[config.mk]
export PLATFORM = sky130hd
export DESIGN_NAME = int_exec_top
export DESIGN_NICKNAME = d
export VERILOG_FILES = /design/src/source/int_op_pkg.sv /design/src/source/backend_pkg.sv /design/src/source/alu_unit.sv /design/src/source/branch_unit.sv /design/src/source/exec_wb_stage.sv /design/src/source/int_exec_top.sv
export SDC_FILE = /design/constraint.sdc
export NUM_CORES = 1
export LEC_CHECK = 0
export BUFFER_PORTS_ARGS = -buffer_cell sky130_fd_sc_hd__buf_2
export CAP_MARGIN = 20
export CORE_AREA = 3 3 217 219
export CTS_BUF_LIST = sky130_fd_sc_hd__clkbuf_4 sky130_fd_sc_hd__clkbuf_8
export DETAILED_ROUTE_END_ITERATION = 10
export DIE_AREA = 0 0 220 222
export GPL_TIMING_DRIVEN = 1
export PLACE_DENSITY = 0.69
export SYNTH_ARGS = -nofsm -noshare
export SYNTH_HDL_FRONTEND = slang
export SYNTH_SLANG_ARGS = --single-unit
[constraint.sdc]
create_clock -name clk -period 1.35 [get_ports clk]
set_input_delay 0.135 -clock clk [delete_from_list [all_inputs] [get_ports clk]]
set_output_delay 0.135 -clock clk [all_outputs]
set_load 0.02 [all_outputs]
[src/source/int_op_pkg.sv]
package int_op_pkg;

    localparam int alu_op_w = 4;
    localparam int br_op_w  = 3;
    localparam int imm_w    = 20;   // decoded immediate field
    localparam int vaddr_w  = 32;

    typedef enum logic [alu_op_w-1:0] {
        alu_add   = 4'h0,
        alu_sub   = 4'h1,
        alu_slt   = 4'h2,   // uext selects unsigned
        alu_and   = 4'h3,
        alu_or    = 4'h4,
        alu_xor   = 4'h5,
        alu_sl    = 4'h6,
        alu_sr    = 4'h7,   // uext selects logical
        alu_lui   = 4'h8,
        alu_auipc = 4'h9
    } alu_op_e;

    typedef enum logic [br_op_w-1:0] {
        br_beq  = 3'h0,
        br_bne  = 3'h1,
        br_blt  = 3'h2,
        br_bge  = 3'h3,
        br_jal  = 3'h4,
        br_jalr = 3'h5
    } branch_op_e;

    // I-type in [19:8], branch offset in [12:1], upper immediate uses all bits
    typedef logic [imm_w-1:0] imm_t;

    typedef logic [vaddr_w-1:0] br_target_t;

    typedef struct packed {
        logic       direction;
        logic       error;      // redirect needed
        br_target_t target;
        logic       rvc;
    } branch_res_t;

endpackage

[src/source/backend_pkg.sv]
package backend_pkg;

    import int_op_pkg::*;

    localparam int xlen    = 32;
    localparam int rob_w   = 6;
    localparam int areg_w  = 5;
    localparam int shamt_w = $clog2(xlen);

    typedef logic [xlen-1:0]    xlen_t;
    typedef br_target_t         vaddr_t;   // same width as the branch target
    typedef logic [rob_w-1:0]   rob_idx_t;
    typedef logic [areg_w-1:0]  areg_t;
    typedef logic [shamt_w-1:0] shamt_t;

    typedef struct packed {
        logic       intv;       // 1 for alu, 0 for branch
        alu_op_e    alu_op;
        branch_op_e br_op;
        logic       uext;
        logic       immv;
        logic       rvc;
        imm_t       imm;
        xlen_t      rs1_data;
        xlen_t      rs2_data;
        vaddr_t     pc;
        logic       pred_taken;
        vaddr_t     pred_target;
        logic       we;
        rob_idx_t   rob_idx;
        areg_t      rd;
    } issue_bundle_t;

    typedef struct packed {
        logic     en;
        logic     we;
        rob_idx_t rob_idx;
        areg_t    rd;
        xlen_t    res;
    } wb_data_t;

endpackage

[src/source/alu_unit.sv]
module alu_unit
    import int_op_pkg::*;
    import backend_pkg::*;
(
    input  issue_bundle_t issue,
    output xlen_t         result
);
    xlen_t              s_imm;
    xlen_t              lui_imm;
    xlen_t              data1;
    xlen_t              data2;
    xlen_t              add_src2;
    xlen_t              add_result;
    logic               add_cin;
    logic               add_cout;
    logic               slt_s;
    logic               slt_u;
    logic               slt_bit;
    logic               padding;
    shamt_t             shamt;
    logic signed [xlen:0] sr_src;
    xlen_t              sl_data;
    xlen_t              sr_data;
    xlen_t              auipc_addr;

    assign s_imm   = {{(xlen-12){issue.imm[imm_w-1]}}, issue.imm[imm_w-1 -: 12]};
    assign lui_imm = {issue.imm, 12'b0};

    assign data1 = issue.rs1_data;
    assign data2 = issue.immv ? s_imm : issue.rs2_data;

    // sub and slt share the adder through the inverted operand
    always_comb begin
        case (issue.alu_op)
            alu_sub, alu_slt: begin
                add_src2 = ~data2;
                add_cin  = 1'b1;
            end
            default: begin
                add_src2 = data2;
                add_cin  = 1'b0;
            end
        endcase
    end

    assign {add_cout, add_result} = {1'b0, data1} + {1'b0, add_src2} + {{xlen{1'b0}}, add_cin};

    // negative vs positive, or same sign and negative difference
    assign slt_s = (data1[xlen-1] & ~data2[xlen-1])
                 | ((data1[xlen-1] ~^ data2[xlen-1]) & add_result[xlen-1]);
    assign slt_u   = ~add_cout;   // borrow out
    assign slt_bit = issue.uext ? slt_u : slt_s;

    assign padding = issue.rs1_data[xlen-1] & ~issue.uext;
    assign shamt   = data2[shamt_w-1:0];
    assign sr_src  = {padding, data1};
    assign sl_data = data1 << shamt;
    assign sr_data = xlen_t'(sr_src >>> shamt);

    assign auipc_addr = issue.pc + lui_imm;

    always_comb begin
        case (issue.alu_op)
            alu_add:   result = add_result;
            alu_sub:   result = add_result;
            alu_slt:   result = {{(xlen-1){1'b0}}, slt_bit};
            alu_and:   result = data1 & data2;
            alu_or:    result = data1 | data2;
            alu_xor:   result = data1 ^ data2;
            alu_sl:    result = sl_data;
            alu_sr:    result = sr_data;
            alu_lui:   result = lui_imm;
            alu_auipc: result = auipc_addr;
            default:   result = '0;
        endcase
    end

endmodule

[src/source/branch_unit.sv]
module branch_unit
    import int_op_pkg::*;
    import backend_pkg::*;
(
    input  issue_bundle_t issue,
    output branch_res_t   br_res,
    output xlen_t         link_result
);
    logic   equal;
    logic   lt_u;
    logic   lt_s;
    logic   lt;
    logic   dir;
    xlen_t  br_offset;
    xlen_t  jalr_imm;
    xlen_t  jalr_sum;
    vaddr_t br_target;
    vaddr_t jalr_target;
    vaddr_t link_addr;
    logic   branch_error;
    logic   indirect_error;

    assign equal = issue.rs1_data == issue.rs2_data;
    assign lt_u  = issue.rs1_data < issue.rs2_data;
    // differing signs decide on their own
    assign lt_s  = (issue.rs1_data[xlen-1] ^ issue.rs2_data[xlen-1]) ?
                   issue.rs1_data[xlen-1] : lt_u;
    assign lt    = issue.uext ? lt_u : lt_s;

    always_comb begin
        case (issue.br_op)
            br_beq:  dir = equal;
            br_bne:  dir = ~equal;
            br_blt:  dir = lt;
            br_bge:  dir = ~lt;
            br_jal:  dir = 1'b1;
            br_jalr: dir = 1'b1;
            default: dir = 1'b0;
        endcase
    end

    assign br_offset = {{(xlen-13){issue.imm[12]}}, issue.imm[12:1], 1'b0};
    assign jalr_imm  = {{(xlen-12){issue.imm[imm_w-1]}}, issue.imm[imm_w-1 -: 12]};
    assign jalr_sum  = issue.rs1_data + jalr_imm;

    assign br_target   = issue.pc + br_offset;
    assign jalr_target = {jalr_sum[xlen-1:1], 1'b0};
    assign link_addr   = issue.pc + (issue.rvc ? 32'd2 : 32'd4);

    assign branch_error   = (dir ^ issue.pred_taken)
                          | (dir & issue.pred_taken & (issue.pred_target != br_target));
    assign indirect_error = ~issue.pred_taken | (issue.pred_target != jalr_target);

    always_comb begin
        br_res.direction = dir;
        br_res.rvc       = issue.rvc;
        if (issue.br_op == br_jalr) begin
            br_res.target = jalr_target;
        end else if (dir) begin
            br_res.target = br_target;
        end else begin
            br_res.target = link_addr;   // fall through
        end
        case (issue.br_op)
            br_jalr: br_res.error = indirect_error;
            br_jal:  br_res.error = 1'b0;   // target known at decode
            default: br_res.error = branch_error;
        endcase
    end

    assign link_result = link_addr;

endmodule

[src/source/exec_wb_stage.sv]
module exec_wb_stage
    import int_op_pkg::*;
    import backend_pkg::*;
(
    input  logic          clk,
    input  logic          rst_n,
    input  logic          issue_valid,
    input  issue_bundle_t issue,
    input  xlen_t         alu_result,
    input  xlen_t         link_result,
    input  branch_res_t   br_res_comb,
    output wb_data_t      wb,
    output logic          br_valid,
    output branch_res_t   br_res
);
    xlen_t       res_sel;
    logic        wb_en_q;
    logic        br_valid_q;
    logic        we_q;
    rob_idx_t    rob_idx_q;
    areg_t       rd_q;
    xlen_t       res_q;
    branch_res_t br_res_q;

    assign res_sel = issue.intv ? alu_result : link_result;

    always_ff @(posedge clk or negedge rst_n) begin
        if (!rst_n) begin
            wb_en_q    <= 1'b0;
            br_valid_q <= 1'b0;
        end else begin
            wb_en_q    <= issue_valid;
            br_valid_q <= issue_valid & ~issue.intv;
        end
    end

    always_ff @(posedge clk) begin
        if (issue_valid) begin
            we_q      <= issue.we;
            rob_idx_q <= issue.rob_idx;
            rd_q      <= issue.rd;
            res_q     <= res_sel;
        end
        if (issue_valid & ~issue.intv) begin
            br_res_q <= br_res_comb;
        end
    end

    assign wb = '{en: wb_en_q, we: we_q, rob_idx: rob_idx_q, rd: rd_q, res: res_q};
    assign br_valid = br_valid_q;
    assign br_res   = br_res_q;

endmodule

[src/source/int_exec_top.sv]
module int_exec_top
    import int_op_pkg::*;
    import backend_pkg::*;
(
    input  logic          clk,
    input  logic          rst_n,
    input  logic          issue_valid,
    input  issue_bundle_t issue,
    output wb_data_t      wb,
    output logic          br_valid,
    output branch_res_t   br_res
);
    xlen_t       alu_result;
    xlen_t       link_result;
    branch_res_t br_res_comb;

    alu_unit u_alu (
        .issue  (issue),
        .result (alu_result)
    );

    branch_unit u_branch (
        .issue       (issue),
        .br_res      (br_res_comb),
        .link_result (link_result)
    );

    // single register stage for both paths
    exec_wb_stage u_wb_stage (
        .clk         (clk),
        .rst_n       (rst_n),
        .issue_valid (issue_valid),
        .issue       (issue),
        .alu_result  (alu_result),
        .link_result (link_result),
        .br_res_comb (br_res_comb),
        .wb          (wb),
        .br_valid    (br_valid),
        .br_res      (br_res)
    );

endmodule

==> flow_summary.toml <==
[floorplan]
io_pins = 256
die_w_um = 220
core_region_area_mm2 = 0.04528
dieArea_mm2 = 0.04884
fp-row-count = 78
die_y_um = 222
initial_core_util = 0.4000

[route]
ant_nets = 0
num_vias = 24490
viasPerCell = 5.922
drt_iter0_drc = 2370
drc = 0
wl_per_cell_um = 25.75
drt-total-wl_um = 106500
drtPass1Iterations = 6

[flow_run]
maxCapViolCount = 0

[min_path]
min_path_type = "in2reg"

[sta]
post-route-period-util = 3.452
tightest_slew_ps = 842.2
slew-limit-headroom = 0.4314
min_period_ps = 4661
rsz0062_at_grt = "yes"
hold_viol = 0
worst_slack_ps = -3311
slew_violations = 0
fmax_ghz = 0.2146
setup_violations = 65
tns_ps = -109190

[logic_synthesis]
postSynthAreaPerCell_um2 = 7.643
netlist_area_mm2 = 0.01811
synth_compound_area_frac = 0.2775
synthMuxAreaShare = 0.09235
synthSimpleGateAreaFrac = 0.1782
synthAdderAreaFrac = 0.1506
synth_seq_cells = 81
ys_async_sr_fraction = 0.02469
syn_inst = 2370
ys_seq_area_frac = 0.1337
synth_warnings = 0
synth_fp_nets = 2760
synth_edf_count = 79
synthDistinctLibCells = 97
synth_top_family_by_area = "compound AO/OA/AOI/OAI gates"
synth_xor_area_frac = 0.1091
ys.flop_type = "edfxtp_1"

[pwr]
power_frac_seq = 0.145
p_total_mw = 21.81
p_leak_nw = 14.49
combinationalPowerShare = 0.771
vdd_drop_max_mv = 0.6575
p_int_mw = 11.76
clkPwrFrac = 0.084
p_sw_mw = 10.05
power.density_mw_per_mm2 = 720.7
swShare = 0.4607

[clock_tree]
h-tree-depth = 3
clock_sinks = 81
cts-root-buf = "clkbuf_8"
clk_path_buf_depth = 2
cts_inserted_buffers = 9
tritoncts = "done"
clk_pin_slew_ps = 100

[placement]
placed_cells = 4029
io_buffers = 255
dpl.hpwl_um = 85490
gp_congestion = 1.051

[global_route]
grt_pass1_vias = 24490
antenna_found_initial = 0
grt_first_pass_wirelength_um = 153000
overflow = 0
grt_start_max_net_pins = 64
gr-usage-all-layers = 0.4195

[final_layout]
nNetsFinal = 3919
final_cells = 4136
drive_above_1_share = 0.4491
syn_to_final_growth_pct = 67.04
utilization = 0.6682

[worst_setup_path]
worstPathMaxFanout = 2
crit_required_ps = 1550
start_kind = "primary input"
crit_arrival_ps = 4860
crit_type = "in2reg"
endpoint_kind = "flip-flop"

[run_status]
violations = "setup timing"
outcome = "finished, violations left"
-- cell usage in the layout, fill, tap and decap left out, drive strengths merged, types with 25 or more instances in the layout --
master / synthesis / final
inv: 132 / 134
nand3: 53 / 53
buf: 46 / 1270
nand4: 28 / 28
o21ai: 162 / 162
a21oi: 180 / 180
nand2: 184 / 184
o22ai: 25 / 25
a21o: 75 / 75
a22oi: 25 / 25
o211ai: 47 / 47
nor3: 56 / 56
nor2: 195 / 195
ha: 210 / 210
mux2i: 133 / 133
edfxtp: 79 / 79
xor2: 87 / 87
xnor2: 117 / 117
-- cells in the mapped netlist, drive strengths merged, types with 25 or more instances --
| library cell | number | area, um^2 |
|---|---|---|
| a22oi | 25 | 187.7 |
| nand2 | 184 | 690.7 |
| o211ai | 47 | 357.8 |
| nand3 | 53 | 265.3 |
| mux2i | 133 | 1331 |
| o21ai | 162 | 810.8 |
| nand4 | 28 | 175.2 |
| ha | 210 | 2628 |
| edfxtp | 79 | 2372 |
| xor2 | 87 | 762.0 |
| nor2 | 195 | 732.0 |
| buf | 46 | 217.7 |
| xnor2 | 117 | 1032 |
| o22ai | 25 | 162.6 |
| a21o | 75 | 563.0 |
| nor3 | 56 | 285.3 |
| a21oi | 180 | 908.4 |
| clkbuf | 92 | 345.3 |
| inv | 132 | 495.5 |
-- power by group through the flow --
| stage | sequential, mW | combinational (mW) | clock, mW |
|---|---|---|---|
| global route | 3.18 | 17.7 | 1.94 |
| finish | 3.16 | 16.8 | 1.84 |
| global placement | 3.20 | 14.2 | 0 |
| floorplan | 3.52 | 6.56 | 0 |
| CTS | 3.15 | 15.7 | 1.83 |
| detailed placement | 3.20 | 14.4 | 0 |
-- final cells by class --
type / count / area, um^2
multi-input combinational: 2019 / 16580
timing repair buffer: 1286 / 9806
tap: 600 / 750.7
clock inverter: 6 / 42.54
antenna: 2 / 5.005
fill: 3817 / 15030
clock buffer: 10 / 131.4
sequential: 81 / 2422
inverter: 132 / 520.5
-- critical path, stage by stage --
cell       delay, ps
buf_2            170
inv_1             60
ha_1             320
a21o_1           180
a21o_1           190
a21o_1           160
a21o_1           170
a21oi_2          180
o211ai_1         200
and3_1           230
nor3_4           300
inv_4             70
ha_4             230
nor4_2           140
buf_4            160
o211ai_1          90
or4b_1           480
nor4bb_1         310
nand4_1          150
nor4_2           190
buf_4            190
nand4_1          130
nor3_2           180
nand4_1          110
o2bb2ai_1        150
-- per-stage QoR --
stage	setup WS, ps	area, um^2	hold WS, ps
3_5_place_dp	-4007	27170	-72.22
2_1_floorplan	-3090	18540	-160.6
6_report	-3311	30260	39.54
5_1_grt	-3437	30250	25.75
3_3_place_gp	-3807	27170	-80.21
4_1_cts	-3164	29380	9.607
-- cell families after synthesis --
family                     after synthesis
AOI/OAI and AO/OA                      755
muxes                                  160
buffers and inverters                  270
DFF                                     81
xor gates and xnor gates               212
adders and majority gates              215
and+or+nand+nor                        677
-- final timing paths --
path	from	endpoint	slack (ps)	cells past startpoint
setup / recovery	issue[87]	u_wb_stage.br_res[33]	-3310	25
hold / removal	issue_valid	u_wb_stage.rd_q[2]	40	1
max in group asynchronous	rst_n	u_wb_stage.wb_en_q	620	3
min in group asynchronous	rst_n	u_wb_stage.br_valid	580	3
-- what timing repair did --
| item | in CTS | in global routing |
|---|---|---|
| pin swaps | 118 | 93 |
| endpoints found under the setup margin | 65 | 65 |
| resized for setup | 293 | 133 |
| hold buffers | 15 | 0 |
| hold endpoints to repair | 15 | 0 |
| gates cloned | 4 | 1 |
| setup buffers | 45 | 37 |
-- state kept, by name, summed over array words and instances (netlist names) --
| register | flops |
|---|---|
| u_wb_stage.br_res | 35 |
| u_wb_stage.wb_en_q | 1 |
| u_wb_stage.res_q | 32 |
| u_wb_stage.br_valid | 1 |
| u_wb_stage.rd_q | 5 |
| u_wb_stage.rob_idx_q | 6 |
| u_wb_stage.we_q | 1 |
-- per-layer routing --
metal / global-route usage / part of all wire / vias up
li1: - / - / 11150
met1: 0.5383 / 0.40 / 11660
met2: 0.6511 / 0.43 / 1341
met3: 0.09237 / 0.094 / 346
met4: 0.2308 / 0.068 / 0
met5: 0 / 0 / -
(Power assumes the default switching activity.)
